$ cat config.mk
export PLATFORM = sky130hd
export DESIGN_NAME = idu_top
export DESIGN_NICKNAME = d
export VERILOG_FILES = /design/src/source/idu_pkg.sv /design/src/source/ctrl_decode.sv /design/src/source/gpr_file.sv /design/src/source/idu_top.sv /design/src/source/imm_gen.sv
export SDC_FILE = /design/constraint.sdc
export NUM_CORES = 2
export LEC_CHECK = 0
export BUFFER_PORTS_ARGS = -buffer_cell sky130_fd_sc_hd__buf_2
export CAP_MARGIN = 20
export CORE_ASPECT_RATIO = 0.8
export CORE_MARGIN = 4
export CORE_UTILIZATION = 59
export CTS_BUF_LIST = sky130_fd_sc_hd__clkbuf_2
export CTS_CLUSTER_SIZE = 28
export DETAILED_ROUTE_END_ITERATION = 8
export PLACE_DENSITY = 0.87
export SYNTH_ARGS = -nofsm -noshare
export SYNTH_HDL_FRONTEND = slang
export SYNTH_SLANG_ARGS = --single-unit
$ cat constraint.sdc
create_clock -name i_clk -period 8.2 [get_ports i_clk]
set_input_delay 1.64 -clock i_clk [delete_from_list [all_inputs] [get_ports i_clk]]
set_output_delay 1.64 -clock i_clk [all_outputs]
set_load 0.02 [all_outputs]
$ cat src/source/idu_pkg.sv
// RV64I decode definitions
`default_nettype none

package idu_pkg;

  localparam int XLEN       = 64;
  localparam int INST_W     = 32;
  localparam int REG_ADDR_W = 5;
  localparam int NUM_REGS   = 32;

  // major opcodes
  localparam logic [6:0] OP_LUI    = 7'b0110111;
  localparam logic [6:0] OP_AUIPC  = 7'b0010111;
  localparam logic [6:0] OP_JAL    = 7'b1101111;
  localparam logic [6:0] OP_JALR   = 7'b1100111;
  localparam logic [6:0] OP_BRANCH = 7'b1100011;
  localparam logic [6:0] OP_LOAD   = 7'b0000011;
  localparam logic [6:0] OP_STORE  = 7'b0100011;
  localparam logic [6:0] OP_IMM    = 7'b0010011;
  localparam logic [6:0] OP_IMM_W  = 7'b0011011;
  localparam logic [6:0] OP_REG    = 7'b0110011;
  localparam logic [6:0] OP_REG_W  = 7'b0111011;

  localparam logic [6:0] F7_BASE = 7'b0000000;
  localparam logic [6:0] F7_ALT  = 7'b0100000; // sub / sra

  typedef enum logic [4:0] {
    ALU_ADD      = 5'b00000,
    ALU_SUB      = 5'b00001,
    ALU_SLT      = 5'b00010,
    ALU_SLTU     = 5'b00011,
    ALU_XOR      = 5'b00100,
    ALU_AND      = 5'b00101,
    ALU_OR       = 5'b00110,
    ALU_SLL      = 5'b00111,
    ALU_SRL      = 5'b01000,
    ALU_SRA      = 5'b01001,
    ALU_COPY_IMM = 5'b01111, // lui
    ALU_INVALID  = 5'b11111
  } alu_op_e;

  typedef enum logic [1:0] {
    SRC_RS2  = 2'b00,
    SRC_IMM  = 2'b01,
    SRC_FOUR = 2'b10 // link address pc + 4
  } alu_b_src_e;

  typedef enum logic [2:0] {
    MEM_LB   = 3'd0,
    MEM_LBU  = 3'd1,
    MEM_LH   = 3'd2,
    MEM_LHU  = 3'd3,
    MEM_LW   = 3'd4,
    MEM_LWU  = 3'd5,
    MEM_LD   = 3'd6,
    MEM_NONE = 3'd7
  } mem_op_e;

  typedef enum logic [2:0] {
    BR_JAL  = 3'd0,
    BR_JALR = 3'd1,
    BR_BEQ  = 3'd2,
    BR_BNE  = 3'd3,
    BR_BLT  = 3'd4,
    BR_BGE  = 3'd5,
    BR_BLTU = 3'd6,
    BR_BGEU = 3'd7
  } br_func_e;

  typedef enum logic [2:0] {
    IMM_I    = 3'd0,
    IMM_U    = 3'd1,
    IMM_S    = 3'd2,
    IMM_B    = 3'd3,
    IMM_J    = 3'd4,
    IMM_NONE = 3'd7 // R-type, no immediate
  } imm_fmt_e;

endpackage

`default_nettype wire

$ cat src/source/ctrl_decode.sv
// Instruction control decoder
`timescale 1ns/1ps
`default_nettype none

module ctrl_decode (
  input  wire                             i_clk,
  input  wire                             i_rst_n,
  input  wire                             i_inst_valid,
  input  wire [idu_pkg::INST_W-1:0]       i_inst,
  output logic                            o_dec_valid,
  output logic [idu_pkg::REG_ADDR_W-1:0]  o_rd,
  output idu_pkg::alu_op_e                o_alu_op,
  output logic                            o_alu_a_pc,
  output idu_pkg::alu_b_src_e             o_alu_b_src,
  output logic                            o_word_cut,
  output logic                            o_reg_wr,
  output logic                            o_mem_re,
  output logic                            o_mem_wr,
  output logic                            o_mem_to_reg,
  output idu_pkg::mem_op_e                o_mem_op,
  output logic                            o_bren,
  output idu_pkg::br_func_e               o_br_func,
  output logic                            o_invalid,
  output idu_pkg::imm_fmt_e               o_imm_fmt
);

  logic [6:0] opcode, funct7;
  logic [2:0] funct3;
  assign opcode = i_inst[6:0];
  assign funct3 = i_inst[14:12];
  assign funct7 = i_inst[31:25];

  logic f7_base, f7_alt, sh_base, sh_alt;
  assign f7_base = (funct7 == idu_pkg::F7_BASE);
  assign f7_alt  = (funct7 == idu_pkg::F7_ALT);
  assign sh_base = (funct7[6:1] == idu_pkg::F7_BASE[6:1]); // rv64 shamt is 6 bits
  assign sh_alt  = (funct7[6:1] == idu_pkg::F7_ALT[6:1]);

  logic op_br, op_ld, op_st, op_imm, op_immw, op_reg, op_regw;
  assign op_br   = (opcode == idu_pkg::OP_BRANCH);
  assign op_ld   = (opcode == idu_pkg::OP_LOAD);
  assign op_st   = (opcode == idu_pkg::OP_STORE);
  assign op_imm  = (opcode == idu_pkg::OP_IMM);
  assign op_immw = (opcode == idu_pkg::OP_IMM_W);
  assign op_reg  = (opcode == idu_pkg::OP_REG);
  assign op_regw = (opcode == idu_pkg::OP_REG_W);

  logic inst_lui, inst_auipc, inst_jal, inst_jalr;
  assign inst_lui   = (opcode == idu_pkg::OP_LUI);
  assign inst_auipc = (opcode == idu_pkg::OP_AUIPC);
  assign inst_jal   = (opcode == idu_pkg::OP_JAL);
  assign inst_jalr  = (opcode == idu_pkg::OP_JALR) & (funct3 == 3'b000);

  logic inst_beq, inst_bne, inst_blt, inst_bge, inst_bltu, inst_bgeu;
  assign inst_beq  = op_br & (funct3 == 3'b000);
  assign inst_bne  = op_br & (funct3 == 3'b001);
  assign inst_blt  = op_br & (funct3 == 3'b100);
  assign inst_bge  = op_br & (funct3 == 3'b101);
  assign inst_bltu = op_br & (funct3 == 3'b110);
  assign inst_bgeu = op_br & (funct3 == 3'b111);

  logic inst_load, inst_store;
  assign inst_load  = op_ld & (funct3 != 3'b111); // lb lh lw ld lbu lhu lwu
  assign inst_store = op_st & ~funct3[2];         // sb sh sw sd

  logic inst_addi, inst_slti, inst_sltiu, inst_xori, inst_ori, inst_andi;
  logic inst_slli, inst_srli, inst_srai;
  assign inst_addi  = op_imm & (funct3 == 3'b000);
  assign inst_slti  = op_imm & (funct3 == 3'b010);
  assign inst_sltiu = op_imm & (funct3 == 3'b011);
  assign inst_xori  = op_imm & (funct3 == 3'b100);
  assign inst_ori   = op_imm & (funct3 == 3'b110);
  assign inst_andi  = op_imm & (funct3 == 3'b111);
  assign inst_slli  = op_imm & (funct3 == 3'b001) & sh_base;
  assign inst_srli  = op_imm & (funct3 == 3'b101) & sh_base;
  assign inst_srai  = op_imm & (funct3 == 3'b101) & sh_alt;

  logic inst_addiw, inst_slliw, inst_srliw, inst_sraiw;
  assign inst_addiw = op_immw & (funct3 == 3'b000);
  assign inst_slliw = op_immw & (funct3 == 3'b001) & f7_base;
  assign inst_srliw = op_immw & (funct3 == 3'b101) & f7_base;
  assign inst_sraiw = op_immw & (funct3 == 3'b101) & f7_alt;

  logic inst_add, inst_sub, inst_sll, inst_slt, inst_sltu;
  logic inst_xor, inst_srl, inst_sra, inst_or, inst_and;
  assign inst_add  = op_reg & (funct3 == 3'b000) & f7_base;
  assign inst_sub  = op_reg & (funct3 == 3'b000) & f7_alt;
  assign inst_sll  = op_reg & (funct3 == 3'b001) & f7_base;
  assign inst_slt  = op_reg & (funct3 == 3'b010) & f7_base;
  assign inst_sltu = op_reg & (funct3 == 3'b011) & f7_base;
  assign inst_xor  = op_reg & (funct3 == 3'b100) & f7_base;
  assign inst_srl  = op_reg & (funct3 == 3'b101) & f7_base;
  assign inst_sra  = op_reg & (funct3 == 3'b101) & f7_alt;
  assign inst_or   = op_reg & (funct3 == 3'b110) & f7_base;
  assign inst_and  = op_reg & (funct3 == 3'b111) & f7_base;

  logic inst_addw, inst_subw, inst_sllw, inst_srlw, inst_sraw;
  assign inst_addw = op_regw & (funct3 == 3'b000) & f7_base;
  assign inst_subw = op_regw & (funct3 == 3'b000) & f7_alt;
  assign inst_sllw = op_regw & (funct3 == 3'b001) & f7_base;
  assign inst_srlw = op_regw & (funct3 == 3'b101) & f7_base;
  assign inst_sraw = op_regw & (funct3 == 3'b101) & f7_alt;

  logic cls_r, cls_i, cls_u, cls_s, cls_b, cls_j;
  assign cls_r = |{inst_add, inst_sub, inst_sll, inst_slt, inst_sltu, inst_xor, inst_srl,
                   inst_sra, inst_or, inst_and, inst_addw, inst_subw, inst_sllw, inst_srlw,
                   inst_sraw};
  assign cls_i = |{inst_jalr, inst_load, inst_addi, inst_slti, inst_sltiu, inst_xori,
                   inst_ori, inst_andi, inst_slli, inst_srli, inst_srai, inst_addiw,
                   inst_slliw, inst_srliw, inst_sraiw};
  assign cls_u = inst_lui | inst_auipc;
  assign cls_s = inst_store;
  assign cls_b = |{inst_beq, inst_bne, inst_blt, inst_bge, inst_bltu, inst_bgeu};
  assign cls_j = inst_jal;

  logic word_cut;
  assign word_cut = |{inst_addiw, inst_slliw, inst_srliw, inst_sraiw, inst_addw, inst_subw,
                      inst_sllw, inst_srlw, inst_sraw};

  idu_pkg::alu_op_e  alu_op;
  idu_pkg::mem_op_e  mem_op;
  idu_pkg::br_func_e br_func;

  always_comb begin
    if (inst_lui) alu_op = idu_pkg::ALU_COPY_IMM;
    else if (|{inst_auipc, inst_addi, inst_add, inst_jal, inst_jalr, inst_load, inst_store,
               inst_addiw, inst_addw}) alu_op = idu_pkg::ALU_ADD;
    else if (inst_sub | inst_subw) alu_op = idu_pkg::ALU_SUB;
    else if (inst_slt | inst_slti) alu_op = idu_pkg::ALU_SLT;
    else if (inst_sltu | inst_sltiu) alu_op = idu_pkg::ALU_SLTU;
    else if (inst_xor | inst_xori) alu_op = idu_pkg::ALU_XOR;
    else if (inst_and | inst_andi) alu_op = idu_pkg::ALU_AND;
    else if (inst_or | inst_ori) alu_op = idu_pkg::ALU_OR;
    else if (|{inst_sll, inst_slli, inst_slliw, inst_sllw}) alu_op = idu_pkg::ALU_SLL;
    else if (|{inst_srl, inst_srli, inst_srliw, inst_srlw}) alu_op = idu_pkg::ALU_SRL;
    else if (|{inst_sra, inst_srai, inst_sraiw, inst_sraw}) alu_op = idu_pkg::ALU_SRA;
    else alu_op = idu_pkg::ALU_INVALID; // branches land here too
  end

  always_comb begin
    mem_op = idu_pkg::MEM_NONE;
    if (inst_load | inst_store) begin
      case (funct3)
        3'b000:  mem_op = idu_pkg::MEM_LB;
        3'b001:  mem_op = idu_pkg::MEM_LH;
        3'b010:  mem_op = idu_pkg::MEM_LW;
        3'b011:  mem_op = idu_pkg::MEM_LD;
        3'b100:  mem_op = idu_pkg::MEM_LBU;
        3'b101:  mem_op = idu_pkg::MEM_LHU;
        3'b110:  mem_op = idu_pkg::MEM_LWU;
        default: mem_op = idu_pkg::MEM_NONE;
      endcase
    end
  end

  always_comb begin
    if (inst_jalr) br_func = idu_pkg::BR_JALR;
    else if (inst_beq) br_func = idu_pkg::BR_BEQ;
    else if (inst_bne) br_func = idu_pkg::BR_BNE;
    else if (inst_blt) br_func = idu_pkg::BR_BLT;
    else if (inst_bge) br_func = idu_pkg::BR_BGE;
    else if (inst_bltu) br_func = idu_pkg::BR_BLTU;
    else if (inst_bgeu) br_func = idu_pkg::BR_BGEU;
    else br_func = idu_pkg::BR_JAL;
  end

  always_comb begin
    if (cls_i) o_imm_fmt = idu_pkg::IMM_I;
    else if (cls_u) o_imm_fmt = idu_pkg::IMM_U;
    else if (cls_s) o_imm_fmt = idu_pkg::IMM_S;
    else if (cls_b) o_imm_fmt = idu_pkg::IMM_B;
    else if (cls_j) o_imm_fmt = idu_pkg::IMM_J;
    else o_imm_fmt = idu_pkg::IMM_NONE;
  end

  always_ff @(posedge i_clk) begin
    if (!i_rst_n || !i_inst_valid) begin // idle cycle looks like a bubble
      o_dec_valid  <= 1'b0;
      o_rd         <= '0;
      o_alu_op     <= idu_pkg::ALU_ADD;
      o_alu_a_pc   <= 1'b0;
      o_alu_b_src  <= idu_pkg::SRC_RS2;
      o_word_cut   <= 1'b0;
      o_reg_wr     <= 1'b0;
      o_mem_re     <= 1'b0;
      o_mem_wr     <= 1'b0;
      o_mem_to_reg <= 1'b0;
      o_mem_op     <= idu_pkg::MEM_NONE;
      o_bren       <= 1'b0;
      o_br_func    <= idu_pkg::BR_JAL;
      o_invalid    <= 1'b0;
    end else begin
      o_dec_valid  <= 1'b1;
      o_rd         <= i_inst[11:7];
      o_alu_op     <= alu_op;
      o_alu_a_pc   <= inst_jal | inst_auipc | inst_jalr;
      if (inst_jal | inst_jalr) o_alu_b_src <= idu_pkg::SRC_FOUR;
      else if (cls_i | cls_u | cls_s) o_alu_b_src <= idu_pkg::SRC_IMM;
      else o_alu_b_src <= idu_pkg::SRC_RS2;
      o_word_cut   <= word_cut;
      o_reg_wr     <= cls_r | cls_i | cls_u | cls_j;
      o_mem_re     <= inst_load;
      o_mem_wr     <= inst_store;
      o_mem_to_reg <= inst_load;
      o_mem_op     <= mem_op;
      o_bren       <= cls_b | inst_jal | inst_jalr;
      o_br_func    <= br_func;
      o_invalid    <= ~|{cls_r, cls_i, cls_u, cls_s, cls_b, cls_j} & (|i_inst);
    end
  end

  a_one_class: assert property (@(posedge i_clk) disable iff (!i_rst_n)
    $onehot0({cls_r, cls_i, cls_u, cls_s, cls_b, cls_j}));

  a_mem_excl: assert property (@(posedge i_clk) disable iff (!i_rst_n)
    !(o_mem_re && o_mem_wr));

endmodule

`default_nettype wire

$ cat src/source/gpr_file.sv
// General purpose register file
`timescale 1ns/1ps
`default_nettype none

module gpr_file (
  input  wire                               i_clk,
  input  wire                               i_rst_n,
  input  wire [idu_pkg::REG_ADDR_W-1:0]     i_rs1,
  input  wire [idu_pkg::REG_ADDR_W-1:0]     i_rs2,
  input  wire                               i_wb_wen,
  input  wire [idu_pkg::REG_ADDR_W-1:0]     i_wb_waddr,
  input  wire [idu_pkg::XLEN-1:0]           i_wb_wdata,
  output logic [idu_pkg::XLEN-1:0]          o_rs1_data,
  output logic [idu_pkg::XLEN-1:0]          o_rs2_data
);

  logic [idu_pkg::XLEN-1:0] regs [idu_pkg::NUM_REGS];

  // write-back port, x0 stays unwritten
  always_ff @(posedge i_clk) begin
    if (i_wb_wen && (i_wb_waddr != '0)) begin
      regs[i_wb_waddr] <= i_wb_wdata;
    end
  end

  // registered read sees contents before this edge's write
  always_ff @(posedge i_clk) begin
    if (!i_rst_n) begin
      o_rs1_data <= '0;
      o_rs2_data <= '0;
    end else begin
      o_rs1_data <= (i_rs1 == '0) ? '0 : regs[i_rs1];
      o_rs2_data <= (i_rs2 == '0) ? '0 : regs[i_rs2];
    end
  end

endmodule

`default_nettype wire

$ cat src/source/idu_top.sv
// Instruction decode stage
`timescale 1ns/1ps
`default_nettype none

module idu_top (
  input  wire                               i_clk,
  input  wire                               i_rst_n,
  input  wire                               i_inst_valid,
  input  wire [idu_pkg::INST_W-1:0]         i_inst,
  input  wire                               i_wb_wen,
  input  wire [idu_pkg::REG_ADDR_W-1:0]     i_wb_waddr,
  input  wire [idu_pkg::XLEN-1:0]           i_wb_wdata,
  output logic                              o_dec_valid,
  output logic [idu_pkg::REG_ADDR_W-1:0]    o_rd,
  output idu_pkg::alu_op_e                  o_alu_op,
  output logic                              o_alu_a_pc,
  output idu_pkg::alu_b_src_e               o_alu_b_src,
  output logic                              o_word_cut,
  output logic                              o_reg_wr,
  output logic                              o_mem_re,
  output logic                              o_mem_wr,
  output logic                              o_mem_to_reg,
  output idu_pkg::mem_op_e                  o_mem_op,
  output logic                              o_bren,
  output idu_pkg::br_func_e                 o_br_func,
  output logic                              o_invalid,
  output logic [idu_pkg::XLEN-1:0]          o_imm,
  output logic [idu_pkg::XLEN-1:0]          o_rs1_data,
  output logic [idu_pkg::XLEN-1:0]          o_rs2_data
);

  logic [idu_pkg::REG_ADDR_W-1:0] rs1, rs2;
  idu_pkg::imm_fmt_e              imm_fmt;

  assign rs1 = i_inst[19:15];
  assign rs2 = i_inst[24:20];

  ctrl_decode ctrl_decode_inst (
    .i_clk        (i_clk),
    .i_rst_n      (i_rst_n),
    .i_inst_valid (i_inst_valid),
    .i_inst       (i_inst),
    .o_dec_valid  (o_dec_valid),
    .o_rd         (o_rd),
    .o_alu_op     (o_alu_op),
    .o_alu_a_pc   (o_alu_a_pc),
    .o_alu_b_src  (o_alu_b_src),
    .o_word_cut   (o_word_cut),
    .o_reg_wr     (o_reg_wr),
    .o_mem_re     (o_mem_re),
    .o_mem_wr     (o_mem_wr),
    .o_mem_to_reg (o_mem_to_reg),
    .o_mem_op     (o_mem_op),
    .o_bren       (o_bren),
    .o_br_func    (o_br_func),
    .o_invalid    (o_invalid),
    .o_imm_fmt    (imm_fmt)
  );

  imm_gen imm_gen_inst (
    .i_clk        (i_clk),
    .i_rst_n      (i_rst_n),
    .i_inst_valid (i_inst_valid),
    .i_inst       (i_inst),
    .i_imm_fmt    (imm_fmt),
    .o_imm        (o_imm)
  );

  gpr_file gpr_file_inst (
    .i_clk        (i_clk),
    .i_rst_n      (i_rst_n),
    .i_rs1        (rs1),
    .i_rs2        (rs2),
    .i_wb_wen     (i_wb_wen),
    .i_wb_waddr   (i_wb_waddr),
    .i_wb_wdata   (i_wb_wdata),
    .o_rs1_data   (o_rs1_data),
    .o_rs2_data   (o_rs2_data)
  );

endmodule

`default_nettype wire

$ cat src/source/imm_gen.sv
// Immediate generator
`timescale 1ns/1ps
`default_nettype none

module imm_gen (
  input  wire                         i_clk,
  input  wire                         i_rst_n,
  input  wire                         i_inst_valid,
  input  wire [idu_pkg::INST_W-1:0]   i_inst,
  input  idu_pkg::imm_fmt_e           i_imm_fmt,
  output logic [idu_pkg::XLEN-1:0]    o_imm
);

  localparam int XL = idu_pkg::XLEN;

  logic [XL-1:0] imm_i, imm_u, imm_s, imm_b, imm_j;
  logic [XL-1:0] imm_sel;

  assign imm_i = {{(XL-12){i_inst[31]}}, i_inst[31:20]};
  assign imm_u = {{(XL-32){i_inst[31]}}, i_inst[31:12], 12'b0};
  assign imm_s = {{(XL-12){i_inst[31]}}, i_inst[31:25], i_inst[11:7]};
  assign imm_b = {{(XL-12){i_inst[31]}}, i_inst[7], i_inst[30:25], i_inst[11:8], 1'b0};
  assign imm_j = {{(XL-20){i_inst[31]}}, i_inst[19:12], i_inst[20], i_inst[30:21], 1'b0};

  always_comb begin
    case (i_imm_fmt)
      idu_pkg::IMM_I: imm_sel = imm_i;
      idu_pkg::IMM_U: imm_sel = imm_u;
      idu_pkg::IMM_S: imm_sel = imm_s;
      idu_pkg::IMM_B: imm_sel = imm_b;
      idu_pkg::IMM_J: imm_sel = imm_j;
      default:        imm_sel = '0; // R-type and unknown
    endcase
  end

  always_ff @(posedge i_clk) begin
    if (!i_rst_n) begin
      o_imm <= '0;
    end else if (i_inst_valid) begin
      o_imm <= imm_sel; // held across idle cycles
    end
  end

  // branch and jump targets are halfword aligned
  a_bj_align: assert property (@(posedge i_clk) disable iff (!i_rst_n)
    i_inst_valid && (i_imm_fmt inside {idu_pkg::IMM_B, idu_pkg::IMM_J}) |=> !o_imm[0]);

endmodule

`default_nettype wire

==> impl_metrics.py <==
metrics = {
    "clocking": {
        "post_cts_buffers": 0,
        "cts_made_buffers": 535,
        "path_clk_slew_ps": 110,
        "htreeDepth": 6,
        "clk_latency_ps": 1800,
        "cts_max_path_buffers": 4,
        "cts_tree": "built",
        "cts-root-buf": "clkbuf_2",
        "numClockSinks": 2234,
    },
    "synth": {
        "synth_top_area_share_pct": 61.7,
        "syn_area_per_cell_um2": 20.9,
        "yosysMostFrequentCell": "edfxtp_1",
        "synth_top_cell_by_area": "edfxtp_1",
        "synthCells": 4775,
        "synth_edf_count": 2048,
        "ys.flop_type": "edfxtp_1",
        "synth.distinct_cells": 72,
        "yosysSeqAreaShare_pct": 65.5,
        "synthTopCellsByCount": "edfxtp_1, mux4_2, mux2i_1",
        "yosysWarnings": 0,
        "async_flop_share_pct": 0,
        "synthTopCellsByArea": "edfxtp_1, mux4_2, dfxtp_1",
        "synth-seq-cells": 2234,
        "synth_area_mm2": 0.0996,
    },
    "floorplanning": {
        "initial_core_util_pct": 59.5,
        "die_height_um": 376,
        "dieArea_mm2": 0.176,
        "die_w_um": 467,
        "io_pins": 324,
        "core_mm2": 0.167,
        "num_rows": 134,
    },
    "detailed_routing": {
        "drc_errors": 0,
        "finalWirelength_mm": 283,
        "drt-initial-drc-count": 9383,
        "via_per_inst": 7.22,
        "drt-pass1-iter-count": 6,
        "antenna_left": 0,
        "wl_per_cell_um": 35.2,
        "vias": 58100,
    },
    "setup_path": {
        "reg2reg_depth": 4,
        "timing_worst_setup_path_type": "reg2out",
        "cpLargestDelayFamily": "flip-flops",
        "critPathMaxStageDelay_ps": 850,
        "reg2reg_slack_ps": 6020,
        "path_depth": 1,
        "timing.rr.start": "gpr_file_inst.regs[5][3]",
        "endpoint": "o_imm[42]",
        "crit_chain": "buf_2",
        "critical-path-slowest-cell": "dfxtp_1",
        "reg2reg_to": "gpr_file_inst.o_rs1_data[3]",
        "setup.worst_path.end_class": "output pin",
        "crit_buf_inv": 1,
        "cp.arrival_ps": 2940,
        "worstPathRequired_ps": 6560,
        "start_kind": "register",
        "cp_max_fo": 34,
        "startpoint": "imm_gen_inst.o_imm[62]",
    },
    "global_routing": {
        "grt_pass1_vias": 60300,
        "grt_usage_pct": 32.4,
        "overflow": 0,
        "grt_max_degree": 140,
        "grt_first_pass_wirelength_mm": 409,
        "antenna_found_initial": 30,
    },
    "timing": {
        "setup-violations-final": 0,
        "hold_viol": 0,
        "period_share_pct": 55.8,
        "drv_slew": 0,
        "skew_ps": 177,
        "fmax_ghz": 0.218,
        "period_needed_ps": 4580,
        "worstMarginPinSlew_ps": 1260,
        "hold_slack_ps": 184,
        "final.setup.tns_ps": 0,
        "relSlewSlack_pct": 16.3,
        "rsz0062_at_grt": "no",
    },
    "layout": {
        "instances_no_fill": 8046,
        "final_layout_size_suffix_gt1_share_pct": 43.2,
        "stdcell_area_mm2": 0.109,
        "ff_latch_area_mm2": 0.0652,
        "area_growth_pct": 9.05,
        "fill_cells": 10800,
        "multi_input_area_mm2": 0.0329,
        "fin_nets": 5492,
    },
    "placement": {
        "dpl.hpwl_mm": 151,
        "placed_area_mm2": 0.104,
        "gp_congestion": 0.862,
        "portBuffers": 323,
        "dp_cells": 7086,
    },
    "min_path": {
        "hold_depth": 2,
        "min_path_type": "in2reg",
    },
    "power_and_ir_drop": {
        "ir_worst_vdd_mv": 0.194,
        "cellPowerDensity_mw_per_mm2": 202,
        "leakage_uw": 0.0363,
    },
    "run_status": {
        "status": "finished clean",
    },
    "flow_run": {
        "max_cap_violations": 0,
    },
}
## kinds of logic (layout without fill, tap and decap cells)
| group | Yosys count | in the layout | synth area share (%) |
|---|---|---|---|
| compound gates | 366 | 366 | 2.75 |
| xor+xnor | 2 | 2 | 0.0176 |
| buf+inv | 426 | 1370 | 2.00 |
| flops | 2234 | 2234 | 65.5 |
| mux | 1432 | 1432 | 28.2 |
| other cells | 1 | 84 | 0.00376 |
| simple gates | 314 | 314 | 1.55 |
## cell type report
type                            instances  area share (%)
Sequential cell                      2234            60.0
Antenna cell                           20          0.0461
Timing Repair Buffer                  431            2.68
Tap cell                             2244            2.58
Inverter                                7          0.0242
Clock buffer                          814            3.75
Multi-Input combinational cell       2178            30.3
Clock inverter                        118           0.577
## worst min-delay path by stage
stage | endpoint | slack, ps | start
2_1_floorplan | imm_gen_inst.o_imm[25] | 530 | imm_gen_inst.o_imm[25]
3_3_place_gp | imm_gen_inst.o_imm[1] | 430 | imm_gen_inst.o_imm[1]
3_5_place_dp | imm_gen_inst.o_imm[29] | 450 | imm_gen_inst.o_imm[29]
4_1_cts | imm_gen_inst.o_imm[8] | 4 | i_inst[28]
5_1_grt | imm_gen_inst.o_imm[7] | 50 | i_inst[27]
6_report | ctrl_decode_inst.o_rd[1] | 180 | i_inst[8]
## what timing repair did
action / CTS / global route
hold buffers: 6 / 0
endpoints found under the hold margin: 6 / 0
resized for setup: 0 / 0
## power breakdown
part           switching, µW  leakage, µW  internal [µW]
combinational           1130       0.0126            866
sequential               113       0.0200          12600
clock                   4430      0.00369           2800
total                   5670       0.0363          16300
## registers in the layout, summed over array words and instances (netlist names), 3 cells and up
| name | count |
|---|---|
| ctrl_decode_inst.o_alu_op | 5 |
| ctrl_decode_inst.o_br_func | 3 |
| ctrl_decode_inst.o_mem_op | 3 |
| ctrl_decode_inst.o_rd | 5 |
| gpr_file_inst.o_rs1_data | 64 |
| gpr_file_inst.o_rs2_data | 64 |
| gpr_file_inst.regs | 2048 |
| imm_gen_inst.o_imm | 32 |
## metal layers
metal  up-vias  GRT usage [%]  wire [µm]
met5         -              0         69
met4        10           15.7      15400
met3      1032           9.60      42700
met2      5343           50.3     135000
met1     29500           42.7      90300
li1      22300              -          -
## through the flow
step	utilization, %	power [µW]	setup WS (ps)
2_1_floorplan	-	14300	2930
6_report	64.9	22000	3620
3_5_place_dp	62.0	15000	3060
5_1_grt	64.9	22800	3270
3_3_place_gp	62.0	14900	3070
4_1_cts	64.9	22000	3380
## placed cells by master (no fill, tap or decap), types with 13 or more instances in the layout
| cell | count |
|---|---|
| edfxtp_1 | 2048 |
| mux4_2 | 1092 |
| clkbuf_2 | 814 |
| buf_2 | 313 |
| mux2i_1 | 255 |
| dfxtp_1 | 186 |
| nor2_1 | 94 |
| clkinv_1 | 91 |
| mux2_2 | 85 |
| buf_4 | 71 |
| conb_1 | 64 |
| o22ai_1 | 61 |
| nand2_1 | 51 |
| o221ai_1 | 48 |
| a221oi_1 | 48 |
| a21oi_1 | 46 |
| nor3_1 | 37 |
| nor2_4 | 31 |
| buf_12 | 30 |
| o21ai_0 | 27 |
| a211o_1 | 24 |
| a22o_1 | 24 |
| diode_2 | 20 |
| nor2b_1 | 20 |
| a211oi_1 | 20 |
| nand2b_1 | 14 |
| a2111oi_0 | 13 |
No activity file was read; power rests on OpenSTA's default activity.
